File: config.mk
export PLATFORM = sky130hd
export DESIGN_NAME = housekeeping_top
export DESIGN_NICKNAME = d
export VERILOG_FILES = /design/src/rtl/hk_bus_pkg.sv /design/src/rtl/hk_pin_pkg.sv /design/src/rtl/hk_iomem_if.sv /design/src/rtl/hk_bus_ctrl.sv /design/src/rtl/hk_sysctrl_regs.sv /design/src/rtl/hk_gpio_regs.sv /design/src/rtl/hk_pin_route.sv /design/src/rtl/housekeeping_top.sv
export SDC_FILE = /design/constraint.sdc
export NUM_CORES = 1
export LEC_CHECK = 0
export BUFFER_PORTS_ARGS = -buffer_cell sky130_fd_sc_hd__buf_2
export CORE_AREA = 2 2 78 80
export DETAILED_ROUTE_END_ITERATION = 6
export DIE_AREA = 0 0 80 82
export PLACE_DENSITY_LB_ADDON = 0.2
export SYNTH_ARGS = -nofsm -noshare
export SYNTH_HDL_FRONTEND = slang
export SYNTH_SLANG_ARGS = --single-unit
File: constraint.sdc
create_clock -name clk -period 2.71 [get_ports clk]
set_clock_uncertainty 0.15 [all_clocks]
set_input_delay 0.271 -clock clk [delete_from_list [all_inputs] [get_ports clk]]
set_output_delay 0.271 -clock clk [all_outputs]
set_load 0.03 [all_outputs]
File: src/rtl/hk_bus_pkg.sv
package hk_bus_pkg;

    // wishbone side widths.
    localparam int ADDR_W = 32;
    localparam int DATA_W = 32;
    localparam int STRB_W = DATA_W / 8;

    // offset within the register page.
    localparam int OFS_W = 8;

    // gpio block.
    localparam logic [OFS_W-1:0] GPIO_DATA_OFS = 8'h00;
    localparam logic [OFS_W-1:0] GPIO_OE_OFS   = 8'h04;
    localparam logic [OFS_W-1:0] GPIO_IN_OFS   = 8'h08;

    // sysctrl block with one bit per register.
    localparam logic [OFS_W-1:0] PLL_OUT_OFS   = 8'h0C;
    localparam logic [OFS_W-1:0] TRAP_OUT_OFS  = 8'h10;
    localparam logic [OFS_W-1:0] IRQ7_SRC_OFS  = 8'h14;

    // block that answers an in-page access.
    typedef enum logic [1:0] {
        SEL_NONE    = 2'd0,
        SEL_GPIO    = 2'd1,
        SEL_SYSCTRL = 2'd2
    } periph_sel_e;

endpackage

File: src/rtl/hk_pin_pkg.sv
package hk_pin_pkg;

    // routing control bits from the sysctrl block.
    typedef struct packed {
        logic pll_dest;   // 1 puts pll clock on gpio.
        logic trap_dest;  // 1 puts trap on top gpio bit.
        logic irq7_src;   // 1 takes irq7 from gpio input.
    } route_cfg_t;

    // fixed gpio positions for the shared pins.
    localparam int PLL_GPIO_BIT  = 0;
    localparam int IRQ7_GPIO_BIT = 1;

endpackage

File: src/rtl/hk_iomem_if.sv
interface hk_iomem_if;

    logic [hk_bus_pkg::OFS_W-1:0]  addr;
    logic [hk_bus_pkg::DATA_W-1:0] wdata;
    logic [hk_bus_pkg::STRB_W-1:0] wstrb;
    logic                          valid;
    logic [hk_bus_pkg::DATA_W-1:0] rdata;
    logic                          ready;

    modport controller (
        output addr,
        output wdata,
        output wstrb,
        output valid,
        input  rdata,
        input  ready
    );

    modport peripheral (
        input  addr,
        input  wdata,
        input  wstrb,
        input  valid,
        output rdata,
        output ready
    );

endinterface

File: src/rtl/hk_bus_ctrl.sv
module hk_bus_ctrl #(
    parameter logic [31:0] BASE_ADR = 32'h2F00_0000
) (
    input  logic                          clk,
    input  logic                          resetn,

    input  logic [hk_bus_pkg::ADDR_W-1:0] wb_adr_i,
    input  logic [hk_bus_pkg::DATA_W-1:0] wb_dat_i,
    input  logic [hk_bus_pkg::STRB_W-1:0] wb_sel_i,
    input  logic                          wb_cyc_i,
    input  logic                          wb_stb_i,
    input  logic                          wb_we_i,
    output logic [hk_bus_pkg::DATA_W-1:0] wb_dat_o,
    output logic                          wb_ack_o,

    hk_iomem_if.controller                gpio_bus,
    hk_iomem_if.controller                sys_bus
);

    logic                          req;
    logic                          page_hit;
    logic [hk_bus_pkg::OFS_W-1:0]  ofs;
    logic [hk_bus_pkg::STRB_W-1:0] wstrb;
    hk_bus_pkg::periph_sel_e       sel;
    logic                          none_ack;

    assign req      = wb_cyc_i && wb_stb_i;
    assign ofs      = wb_adr_i[hk_bus_pkg::OFS_W-1:0];
    assign page_hit = (wb_adr_i[hk_bus_pkg::ADDR_W-1:hk_bus_pkg::OFS_W] ==
                       BASE_ADR[hk_bus_pkg::ADDR_W-1:hk_bus_pkg::OFS_W]);
    assign wstrb    = wb_sel_i & {hk_bus_pkg::STRB_W{wb_we_i}};

    // decode the offset into a block window.
    always_comb begin
        if (!page_hit) begin
            sel = hk_bus_pkg::SEL_NONE;
        end else if (ofs < hk_bus_pkg::PLL_OUT_OFS) begin
            sel = hk_bus_pkg::SEL_GPIO;
        end else if (ofs <= hk_bus_pkg::IRQ7_SRC_OFS) begin
            sel = hk_bus_pkg::SEL_SYSCTRL;
        end else begin
            sel = hk_bus_pkg::SEL_NONE;
        end
    end

    // valid and strobes go only to the selected block.
    assign gpio_bus.addr  = ofs;
    assign gpio_bus.wdata = wb_dat_i;
    assign gpio_bus.valid = req && (sel == hk_bus_pkg::SEL_GPIO);
    assign gpio_bus.wstrb = (sel == hk_bus_pkg::SEL_GPIO) ? wstrb : '0;

    assign sys_bus.addr   = ofs;
    assign sys_bus.wdata  = wb_dat_i;
    assign sys_bus.valid  = req && (sel == hk_bus_pkg::SEL_SYSCTRL);
    assign sys_bus.wstrb  = (sel == hk_bus_pkg::SEL_SYSCTRL) ? wstrb : '0;

    // in-page hole answered here with zero data.
    always_ff @(posedge clk) begin
        if (!resetn) begin
            none_ack <= 1'b0;
        end else begin
            none_ack <= req && page_hit && (sel == hk_bus_pkg::SEL_NONE) && !none_ack;
        end
    end

    // none_ack never rises for an out-of-page access.
    always_comb begin
        case (sel)
            hk_bus_pkg::SEL_GPIO: begin
                wb_ack_o = gpio_bus.ready;
                wb_dat_o = gpio_bus.ready ? gpio_bus.rdata : '0;
            end
            hk_bus_pkg::SEL_SYSCTRL: begin
                wb_ack_o = sys_bus.ready;
                wb_dat_o = sys_bus.ready ? sys_bus.rdata : '0;
            end
            default: begin
                wb_ack_o = none_ack;
                wb_dat_o = '0;
            end
        endcase
    end

endmodule

File: src/rtl/hk_sysctrl_regs.sv
module hk_sysctrl_regs (
    input  logic                   clk,
    input  logic                   resetn,

    hk_iomem_if.peripheral         bus,

    output hk_pin_pkg::route_cfg_t route_cfg_o
);

    hk_pin_pkg::route_cfg_t cfg_q;
    logic                   access;

    // ready never rises twice in a row.
    assign access = bus.valid && !bus.ready;

    always_ff @(posedge clk) begin
        if (!resetn) begin
            cfg_q     <= '0;
            bus.ready <= 1'b0;
        end else begin
            bus.ready <= access;
            if (access && bus.wstrb[0]) begin
                case (bus.addr)
                    hk_bus_pkg::PLL_OUT_OFS:  cfg_q.pll_dest  <= bus.wdata[0];
                    hk_bus_pkg::TRAP_OUT_OFS: cfg_q.trap_dest <= bus.wdata[0];
                    hk_bus_pkg::IRQ7_SRC_OFS: cfg_q.irq7_src  <= bus.wdata[0];
                    default: ;
                endcase
            end
        end
    end

    // read data keeps the old value on a write cycle.
    always_ff @(posedge clk) begin
        if (access) begin
            case (bus.addr)
                hk_bus_pkg::PLL_OUT_OFS:  bus.rdata <= {31'd0, cfg_q.pll_dest};
                hk_bus_pkg::TRAP_OUT_OFS: bus.rdata <= {31'd0, cfg_q.trap_dest};
                hk_bus_pkg::IRQ7_SRC_OFS: bus.rdata <= {31'd0, cfg_q.irq7_src};
                default:                  bus.rdata <= '0;
            endcase
        end
    end

    assign route_cfg_o = cfg_q;

endmodule

File: src/rtl/hk_gpio_regs.sv
module hk_gpio_regs #(
    parameter int GPIO_WIDTH = 8
) (
    input  logic                  clk,
    input  logic                  resetn,
    input  logic [GPIO_WIDTH-1:0] gpio_in_i,

    hk_iomem_if.peripheral        bus,

    output logic [GPIO_WIDTH-1:0] gpio_out_o,
    output logic [GPIO_WIDTH-1:0] gpio_oe_o,
    output logic [GPIO_WIDTH-1:0] gpio_in_sync_o
);

    logic [GPIO_WIDTH-1:0] out_q;
    logic [GPIO_WIDTH-1:0] oe_q;
    logic [GPIO_WIDTH-1:0] in_meta;
    logic [GPIO_WIDTH-1:0] in_sync;
    logic                  access;

    assign access = bus.valid && !bus.ready;

    always_ff @(posedge clk) begin
        if (!resetn) begin
            out_q     <= '0;
            oe_q      <= '0;
            bus.ready <= 1'b0;
        end else begin
            bus.ready <= access;
            if (access) begin
                // each bit follows the strobe of its byte lane.
                for (int i = 0; i < GPIO_WIDTH; i++) begin
                    if (bus.wstrb[i / 8]) begin
                        if (bus.addr == hk_bus_pkg::GPIO_DATA_OFS) begin
                            out_q[i] <= bus.wdata[i];
                        end
                        if (bus.addr == hk_bus_pkg::GPIO_OE_OFS) begin
                            oe_q[i] <= bus.wdata[i];
                        end
                    end
                end
            end
        end
    end

    // two-flop input synchronizer.
    always_ff @(posedge clk) begin
        in_meta <= gpio_in_i;
        in_sync <= in_meta;
    end

    // zero-extended readback.
    always_ff @(posedge clk) begin
        if (access) begin
            bus.rdata <= '0;
            case (bus.addr)
                hk_bus_pkg::GPIO_DATA_OFS: bus.rdata[GPIO_WIDTH-1:0] <= out_q;
                hk_bus_pkg::GPIO_OE_OFS:   bus.rdata[GPIO_WIDTH-1:0] <= oe_q;
                hk_bus_pkg::GPIO_IN_OFS:   bus.rdata[GPIO_WIDTH-1:0] <= in_sync;
                default: ;
            endcase
        end
    end

    assign gpio_out_o     = out_q;
    assign gpio_oe_o      = oe_q;
    assign gpio_in_sync_o = in_sync;

endmodule

File: src/rtl/hk_pin_route.sv
module hk_pin_route #(
    parameter int GPIO_WIDTH = 8
) (
    input  logic                   clk,
    input  logic                   resetn,
    input  hk_pin_pkg::route_cfg_t route_cfg_i,
    input  logic                   pll_clk_i,
    input  logic                   trap_i,
    input  logic                   irq_ext_i,
    input  logic [GPIO_WIDTH-1:0]  gpio_out_i,
    input  logic [GPIO_WIDTH-1:0]  gpio_oe_i,
    input  logic [GPIO_WIDTH-1:0]  gpio_in_sync_i,

    output logic [GPIO_WIDTH-1:0]  pad_out_o,
    output logic [GPIO_WIDTH-1:0]  pad_oe_o,
    output logic                   pll_clk_o,
    output logic                   trap_o,
    output logic                   irq7_o
);

    localparam int TRAP_GPIO_BIT = GPIO_WIDTH - 1;

    logic irq7_sel;
    logic irq7_meta;
    logic irq7_sync;

    // routed signals override gpio data and force the enable.
    always_comb begin
        pad_out_o = gpio_out_i;
        pad_oe_o  = gpio_oe_i;
        pll_clk_o = pll_clk_i;
        trap_o    = trap_i;
        if (route_cfg_i.pll_dest) begin
            pad_out_o[hk_pin_pkg::PLL_GPIO_BIT] = pll_clk_i;
            pad_oe_o[hk_pin_pkg::PLL_GPIO_BIT]  = 1'b1;
            pll_clk_o                           = 1'b0;
        end
        if (route_cfg_i.trap_dest) begin
            pad_out_o[TRAP_GPIO_BIT] = trap_i;
            pad_oe_o[TRAP_GPIO_BIT]  = 1'b1;
            trap_o                   = 1'b0;
        end
    end

    assign irq7_sel = route_cfg_i.irq7_src ? gpio_in_sync_i[hk_pin_pkg::IRQ7_GPIO_BIT]
                                           : irq_ext_i;

    always_ff @(posedge clk) begin
        if (!resetn) begin
            irq7_meta <= 1'b0;
            irq7_sync <= 1'b0;
        end else begin
            irq7_meta <= irq7_sel;
            irq7_sync <= irq7_meta;
        end
    end

    assign irq7_o = irq7_sync;

endmodule

File: src/rtl/housekeeping_top.sv
module housekeeping_top #(
    parameter logic [31:0] BASE_ADR   = 32'h2F00_0000,
    parameter int          GPIO_WIDTH = 8  // 3 or more.
) (
    input  logic                          clk,
    input  logic                          resetn,

    input  logic [hk_bus_pkg::ADDR_W-1:0] wb_adr_i,
    input  logic [hk_bus_pkg::DATA_W-1:0] wb_dat_i,
    input  logic [hk_bus_pkg::STRB_W-1:0] wb_sel_i,
    input  logic                          wb_cyc_i,
    input  logic                          wb_stb_i,
    input  logic                          wb_we_i,
    output logic [hk_bus_pkg::DATA_W-1:0] wb_dat_o,
    output logic                          wb_ack_o,

    input  logic [GPIO_WIDTH-1:0]         gpio_in_i,
    input  logic                          pll_clk_i,
    input  logic                          trap_i,
    input  logic                          irq_ext_i,
    output logic [GPIO_WIDTH-1:0]         pad_out_o,
    output logic [GPIO_WIDTH-1:0]         pad_oe_o,
    output logic                          pll_clk_o,
    output logic                          trap_o,
    output logic                          irq7_o
);

    hk_pin_pkg::route_cfg_t route_cfg;
    logic [GPIO_WIDTH-1:0]  gpio_out;
    logic [GPIO_WIDTH-1:0]  gpio_oe;
    logic [GPIO_WIDTH-1:0]  gpio_in_sync;

    hk_iomem_if gpio_bus ();
    hk_iomem_if sys_bus ();

    hk_bus_ctrl #(
        .BASE_ADR (BASE_ADR)
    ) i_bus_ctrl (
        .clk      (clk),
        .resetn   (resetn),
        .wb_adr_i (wb_adr_i),
        .wb_dat_i (wb_dat_i),
        .wb_sel_i (wb_sel_i),
        .wb_cyc_i (wb_cyc_i),
        .wb_stb_i (wb_stb_i),
        .wb_we_i  (wb_we_i),
        .wb_dat_o (wb_dat_o),
        .wb_ack_o (wb_ack_o),
        .gpio_bus (gpio_bus.controller),
        .sys_bus  (sys_bus.controller)
    );

    hk_sysctrl_regs i_sysctrl_regs (
        .clk         (clk),
        .resetn      (resetn),
        .bus         (sys_bus.peripheral),
        .route_cfg_o (route_cfg)
    );

    hk_gpio_regs #(
        .GPIO_WIDTH (GPIO_WIDTH)
    ) i_gpio_regs (
        .clk            (clk),
        .resetn         (resetn),
        .gpio_in_i      (gpio_in_i),
        .bus            (gpio_bus.peripheral),
        .gpio_out_o     (gpio_out),
        .gpio_oe_o      (gpio_oe),
        .gpio_in_sync_o (gpio_in_sync)
    );

    hk_pin_route #(
        .GPIO_WIDTH (GPIO_WIDTH)
    ) i_pin_route (
        .clk            (clk),
        .resetn         (resetn),
        .route_cfg_i    (route_cfg),
        .pll_clk_i      (pll_clk_i),
        .trap_i         (trap_i),
        .irq_ext_i      (irq_ext_i),
        .gpio_out_i     (gpio_out),
        .gpio_oe_i      (gpio_oe),
        .gpio_in_sync_i (gpio_in_sync),
        .pad_out_o      (pad_out_o),
        .pad_oe_o       (pad_oe_o),
        .pll_clk_o      (pll_clk_o),
        .trap_o         (trap_o),
        .irq7_o         (irq7_o)
    );

endmodule

==> results.ini, run 1 <==
[sta]
fin_setup_tns_ps=0
fmax_ghz=0.435
slew_headroom_pct=63.5
slew_violations=0
worst_pin_slew_ps=548
rsz0062_at_grt=no
setup_violations=0
hold-worst-slack_ps=80.2
hold_viol_final=0
period_needed_ps=2300
period_share_pct=84.8

[finish]
regArea_mm2=0.00107
fillers=536
stdcell_area_mm2=0.00293
drive_above_1_share_pct=34.8
area_delta_synth_final_pct=20.2
n_antenna_cell=0
finalNetCount=411
multi_input_area_mm2=0.00111

[floorplan]
die_width_um=80
start_util_pct=42.4
coreArea_mm2=0.00575
num_rows=28
die_h_um=82
die-area_mm2=0.00656
io_pins=136

[setup_path]
cp_common_cell=buf_2
crit_fanout=6
path_cells=buf_2 > nor4_2 > nand2_1 > nor4b_1 > mux2_2 > buf_2
crit_arrival_ps=1880
cp.required_ps=2290
endpoint_kind=output port
path_class=primary input to output port
cpPeakStageDelay_ps=390
cp_slowest_cell=nor4b_1
worstSetupStartpointType=primary input

[logic_synthesis]
post-synth-top-count-cell=nand2_1
ys.flop_type=dfxtp_1
yosysWarnings=0
netlist_area_mm2=0.00244
synth_edf_count=9
yosysSeqAreaShare_pct=44.0
ys_types=44
syn_avg_cell_area_um2=9.82
ys_ff_latch=49
syn_inst=248
synth_top_area_share_pct=32.9
yosys-top-cells-area=dfxtp_1 33%, buf_4 11%, edfxtp_1 11%
synth_top_area_cell=dfxtp_1
async_flop_share_pct=0
synth_common_cells=45 x nand2_1, 40 x dfxtp_1, 37 x buf_4

[clock_tree]
cts_buffers=5
tritoncts=yes
clk_latency_ps=300
cts_max_level=2
cts_root_buf=clkbuf_8
cts_buffer_depth=2
clock_sinks=49
path_clk_slew_ps=90
cts_resized=0

[routing]
drtIter0Drc=55
wirelength_um=5060
viasPerCell=4.69
final_antenna_net_count=0
vias=1889
drt-pass1-iter-count=4
wl_per_cell_um=12.6
drcViolationCount=0

[place]
dp_hpwl_um=3850
io_buffers=84
place.gp.congestion=0.799
place_area_mm2=0.00274

[run]
drv_cap=0

[global_route]
grt_antenna_before_repair=0
grt_usage_pct=15.3
grt_max_degree=31
grt_pass1_wl_um=7730
grt_pass1_vias=1619
overflow=0

[power_and_ir_drop]
total_power_uw=1390
cellLeakagePower_uw=0.00136
powerDensity_mw_per_mm2=475
vdd_drop_max_uv=305

[worst_hold_path]
hold_class=primary input to flop

[run_status]
status=finished, final reports clean

state kept, by name, summed over array words and instances, names as in the netlist:
register and cells:
i_bus_ctrl.none_ack 1, i_gpio_regs.bus.rdata 8, i_gpio_regs.bus.ready 1, i_gpio_regs.gpio_in_sync_o 8, i_gpio_regs.gpio_oe_o 8, i_gpio_regs.gpio_out_o 8, i_gpio_regs.in_meta 8, i_pin_route.irq7_meta 1
i_pin_route.irq7_o 1, i_sysctrl_regs.bus.rdata 1, i_sysctrl_regs.bus.ready 1, i_sysctrl_regs.route_cfg_o 3
cell type report:
class	instances	area share [%]
inverter	3	0.384
timing repair buffer	96	18.1
sequential	49	36.6
tap	75	3.20
clock inverter	2	0.470
multi-input combinational	172	38.1
clock buffer	6	3.20
metrics by stage:
| stage | setup WS (ps) | utilization, % | instances |
|---|---|---|---|
| after floorplan | 437 | - | 271 |
| after global placement | 440 | 47.7 | 387 |
| after detailed placement | 422 | 47.7 | 387 |
| after CTS | 406 | 51.0 | 403 |
| after global routing | 283 | 51.0 | 403 |
| final | 412 | 51.0 | 403 |
worst paths after layout:
check / slack (ps) / depth (start not counted) / from / endpoint
max: 410 / 6 / wb_adr_i[12] / wb_ack_o
min: 80 / 3 / irq_ext_i / i_pin_route.irq7_meta
max reg2reg: 970 / 4 / i_gpio_regs.bus.ready / i_gpio_regs.gpio_out_o[2]
min reg2reg: 180 / 0 / i_gpio_regs.in_meta[0] / i_gpio_regs.gpio_in_sync_o[0]
worst max-delay path: cells and delay by family:
| kind | cells | cell delay (ps) |
|---|---|---|
| buffers and inverters | 2 | 270 |
| muxes | 1 | 370 |
| and+or+nand+nor | 3 | 960 |
power by group:
group          switching (uW)  leakage [uW]  internal (uW)  total [uW]
registers                3.23      0.000391            752         755
logic                    99.9      0.000914           53.4         153
clock network             243     0.0000567            240         482
timing repair:
item,4_1_cts,5_1_grt
endpoints found under the hold margin,8,0
hold buffers,8,0
setup buffers,0,0
cells by family after synthesis:
logic type      after synthesis  synth area share [%]
compound gates               16                  4.88
buf+inv                      50                  13.8
flops                        49                  44.0
mux                          23                  9.60
other cells                   1                 0.154
simple gates                109                  27.6
cells in the final DEF (no fill, tap or decap), types with 2 or more instances in the layout:
| master | synthesis | final |
|---|---|---|
| dlygate4sd3_1 | 0 | 8 |
| nand2_1 | 45 | 45 |
| nor4_1 | 4 | 4 |
| nand3b_1 | 2 | 2 |
| and2_1 | 8 | 8 |
| nor4_4 | 2 | 2 |
| mux2_2 | 3 | 3 |
| inv_1 | 3 | 3 |
| mux2i_1 | 20 | 20 |
| nor4b_1 | 2 | 2 |
| nand4_1 | 6 | 6 |
| and3_1 | 3 | 3 |
| nor2b_1 | 4 | 4 |
| buf_2 | 1 | 84 |
| a21oi_1 | 2 | 2 |
| a22oi_1 | 7 | 7 |
| nor2_1 | 3 | 3 |
| and4bb_2 | 2 | 2 |
| and3b_1 | 2 | 2 |
| clkbuf_8 | 0 | 5 |
| nor4_2 | 2 | 2 |
| nor3_1 | 5 | 5 |
| dfxtp_1 | 40 | 40 |
| buf_4 | 37 | 4 |
| nand2b_1 | 2 | 2 |
| conb_1 | 1 | 24 |
| nand3_1 | 6 | 6 |
| edfxtp_1 | 9 | 9 |
| or4_4 | 2 | 2 |
| or2_2 | 3 | 3 |
routing by layer:
layer | up-vias | track usage [%] | wire length, um
li1 | 961 | - | -
met1 | 839 | 20.2 | 2360
met2 | 84 | 25.3 | 2290
met3 | 5 | 3.63 | 373
met4 | 0 | 4.07 | 40
met5 | - | 0 | 0
No activity file was read; power rests on OpenSTA's default activity.
==> run 2: changes to the inputs <==
--- a/config.mk
+++ b/config.mk
@@ -5,10 +5,11 @@
 export SDC_FILE = /design/constraint.sdc
 export NUM_CORES = 1
 export LEC_CHECK = 0
+export ABC_AREA = 1
 export BUFFER_PORTS_ARGS = -buffer_cell sky130_fd_sc_hd__buf_2
-export CORE_AREA = 2 2 78 80
+export CORE_AREA = 2 2 77 79
 export DETAILED_ROUTE_END_ITERATION = 6
-export DIE_AREA = 0 0 80 82
+export DIE_AREA = 0 0 79 81
 export PLACE_DENSITY_LB_ADDON = 0.2
 export SYNTH_ARGS = -nofsm -noshare
 export SYNTH_HDL_FRONTEND = slang
==> constraint.sdc (replaced) <==
create_clock -name clk -period 2.25 [get_ports clk]
set_clock_uncertainty 0.15 [all_clocks]
set_input_delay 0.225 -clock clk [delete_from_list [all_inputs] [get_ports clk]]
set_output_delay 0.225 -clock clk [all_outputs]
set_load 0.03 [all_outputs]
==> run 2 against run 1 <==
Critical path depth grew 3. Core utilization grew 0.078 points. Worst hold slack lost 62 ps. Register-to-register slack lost 220 ps. Clock-buffer cell count is the same. Sequential power grew 21%. Highest routed layer unchanged.
==> results.ini, run 2 <==
[floorplan]
die-area_mm2=0.00640  ; was 0.00656 mm^2
coreArea_mm2=0.00568  ; was 0.00575 mm^2
start_util_pct=42.2  ; was 42.4%
die_width_um=79  ; was 80 um
num_rows=28  ; unchanged
die_h_um=81  ; was 82 um
io_pins=136  ; unchanged

[finish]
fillers=583  ; was 536
final_common_cell=buf_2  ; unchanged
n_antenna_cell=0  ; unchanged
area_delta_synth_final_pct=21.1  ; was 20.2%
stdcell_area_mm2=0.00290  ; was 0.00293 mm^2
drive_above_1_share_pct=25.9  ; was 34.8%
stdcell_count=481  ; was 403
finalNetCount=489  ; was 411
layout_common_cells=84 x buf_2, 67 x nand2_1, 57 x inv_1, 46 x nor2_1, 40 x dfxtp_1  ; was 84 x buf_2, 45 x nand2_1, 40 x dfxtp_1, 24 x conb_1, 20 x mux2i_1

[sta]
slew_violations=0  ; unchanged
period_needed_ps=1920
fin_setup_tns_ps=0  ; unchanged
fmax_ghz=0.521
rsz0062_at_grt=no  ; unchanged
period_share_pct=85.2
setup_violations=0  ; unchanged
hold-worst-slack_ps=18.1  ; was 80.2 ps
hold_viol_final=0  ; unchanged

[power_and_ir_drop]
powerDensity_mw_per_mm2=556  ; was 475 mW/mm^2
seqPwrFrac_pct=56.5  ; was 54.3%
p_int_uw=1210  ; was 1040 uW
clockPowerShare_pct=32.9  ; was 34.7%
total_power_uw=1610  ; was 1390 uW
switchingPower_uw=398  ; was 346 uW
comb_power_share_pct=10.6  ; was 11.0%
switching_share_pct=24.7  ; was 24.9%
cellLeakagePower_uw=0.00155  ; was 0.00136 uW
vdd_drop_max_uv=396  ; was 305 uV

[setup_path]
path_cells=buf_2 > nor2_1 > nand2_1 > nor2_2 > nand3_2 > nor2_4 > nand2_1 > o211ai_1 > buf_2  ; was buf_2 > nor4_2 > nand2_1 > nor4b_1 > mux2_2 > buf_2
path_buf_inv=2  ; unchanged
crit_fanout=8  ; was 6
cp.required_ps=1880  ; was 2290 ps
endpoint_kind=output port  ; unchanged
r2r-end=i_gpio_regs.bus.rdata[0]  ; was i_gpio_regs.gpio_out_o[2]
cp_slowest_cell=nand2_1  ; was nor4b_1
crit_family=simple AND/OR/NAND/NOR gates  ; unchanged
path_class=primary input to output port  ; unchanged
startpoint=wb_adr_i[15]  ; was wb_adr_i[12]
rr_worst_depth=4  ; unchanged
rrSetupSlack_ps=750  ; was 970 ps
cpPeakStageDelay_ps=220  ; was 390 ps
worstSetupStartpointType=primary input  ; unchanged
rr_startpoint=i_gpio_regs.bus.ready  ; unchanged
crit_arrival_ps=1540  ; was 1880 ps

[run_status]
status=finished, final reports clean  ; unchanged

[routing]
viasPerCell=4.31  ; was 4.69
final_antenna_net_count=0  ; unchanged
drcViolationCount=0  ; unchanged
drtIter0Drc=65  ; was 55
drt-pass1-iter-count=4  ; unchanged
wirelength_um=4840  ; was 5060 um
wl_per_cell_um=10.1  ; was 12.6 um
vias=2072  ; was 1889

[clock_tree]
cts_buffers=5  ; unchanged
cts_buffer_depth=2  ; unchanged
tritoncts=yes  ; unchanged
cts_resized=0  ; unchanged
clk_latency_ps=300  ; about the same
cts_root_buf=clkbuf_8  ; unchanged
cts_max_level=2  ; unchanged
path_clk_slew_ps=90  ; about the same
clock_sinks=49  ; unchanged

[logic_synthesis]
syn_avg_cell_area_um2=7.48  ; was 9.82 um^2
async_flop_share_pct=0  ; unchanged
yosys-top-cells-area=dfxtp_1 33%, buf_4 11%, edfxtp_1 11%  ; unchanged
ys.flop_type=dfxtp_1  ; unchanged
synth_edf_count=9  ; unchanged
ys_ff_latch=49  ; unchanged
synth_top_area_cell=dfxtp_1  ; unchanged
post-synth-top-count-cell=nand2_1  ; unchanged
netlist_area_mm2=0.00239  ; was 0.00244 mm^2
yosysWarnings=0  ; unchanged
syn_inst=320  ; was 248
ys_types=22  ; was 44
yosysSeqAreaShare_pct=44.7  ; was 44.0%
synth_top_area_share_pct=33.5  ; was 32.9%
synth_common_cells=67 x nand2_1, 57 x inv_1, 46 x nor2_1  ; was 45 x nand2_1, 40 x dfxtp_1, 37 x buf_4

[worst_hold_path]
min_to=i_gpio_regs.gpio_oe_o[6]  ; was i_pin_route.irq7_meta
hold_class=primary input to flop  ; unchanged
hold_path_depth=3  ; unchanged
min-delay-start=wb_dat_i[6]  ; was irq_ext_i

[place]
place_area_mm2=0.00272  ; was 0.00274 mm^2
dp_hpwl_um=3740  ; was 3850 um
io_buffers=84  ; unchanged
place.gp.congestion=0.802  ; was 0.799
place_inst=465  ; was 387

[global_route]
grtUsageMet3_pct=2.67  ; was 3.63%
grt_pass1_wl_um=7650  ; was 7730 um
grt.met2_usage_pct=25.8  ; was 25.3%
grt_pass1_vias=1747  ; was 1619
grt_usage_pct=15.0  ; was 15.3%
grt_max_degree=24  ; was 31
overflow=0  ; unchanged
top_usage_layer=met2  ; unchanged
grt_antenna_before_repair=0  ; unchanged
met1_usage_pct=19.5  ; was 20.2%

[run]
drv_cap=0  ; unchanged

run 2: worst max-delay path by stage:
stage / to / depth (start not counted)
2_1_floorplan: wb_dat_o[0] / 7
3_3_place_gp: wb_ack_o / 9
3_5_place_dp: wb_ack_o / 9
4_1_cts: wb_ack_o / 9
5_1_grt: wb_ack_o / 9
6_report: wb_ack_o / 9
run 2: power by group through the flow:
stage	registers (uW)	logic, uW	clock network, uW
2_1_floorplan	930	129	0
3_3_place_gp	930	157	0
4_1_cts	910	170	550
3_5_place_dp	931	159	0
6_report	910	170	530
5_1_grt	912	187	579
run 2: final cells by class:
cell class	count	area [um^2]	share of cell area, %
well taps	75	93.8	3.24
clock buffers	6	82.6	2.85
flip-flops and latches	49	1070	37.0
repair buffers	93	508	17.5
multi-input cells	196	903	31.2
inverters	60	225	7.77
clock inverters	2	13.8	0.475
run 2: layer usage:
layer / vias to the layer above / routed length [um]
li1: 1102 / -
met1: 882 / 2170
met2: 84 / 2290
met3: 4 / 333
met4: 0 / 41
met5: - / 0
run 2: metrics by stage:
stage                     setup WS [ps]  util [%]
after floorplan                     265         -
after global placement              317      47.9
after detailed placement            294      47.9
after CTS                           293      51.1
after global routing                107      51.1
final                               332      51.1
run 2: worst register-to-register path: stages, from the launching register on:
cell and delay (ps):
dfxtp_1 320, nor2_1 340, inv_1 110, nor2_1 120, buf_4 170
run 2: timing repair:
item,4_1_cts,5_1_grt
hold endpoints to repair,8,0
hold buffers,8,0
setup buffers,0,0
run 2: kinds of logic (layout without fill, tap and decap cells):
group / after synthesis / after routing / share of synthesized area, %
AND/OR/NAND/NOR: 137 / 137 / 25.2
flip-flops: 49 / 49 / 44.7
buffers and inverters: 98 / 161 / 21.1
AO/OA/AOI/OAI: 35 / 35 / 8.78
other: 1 / 24 / 0.157
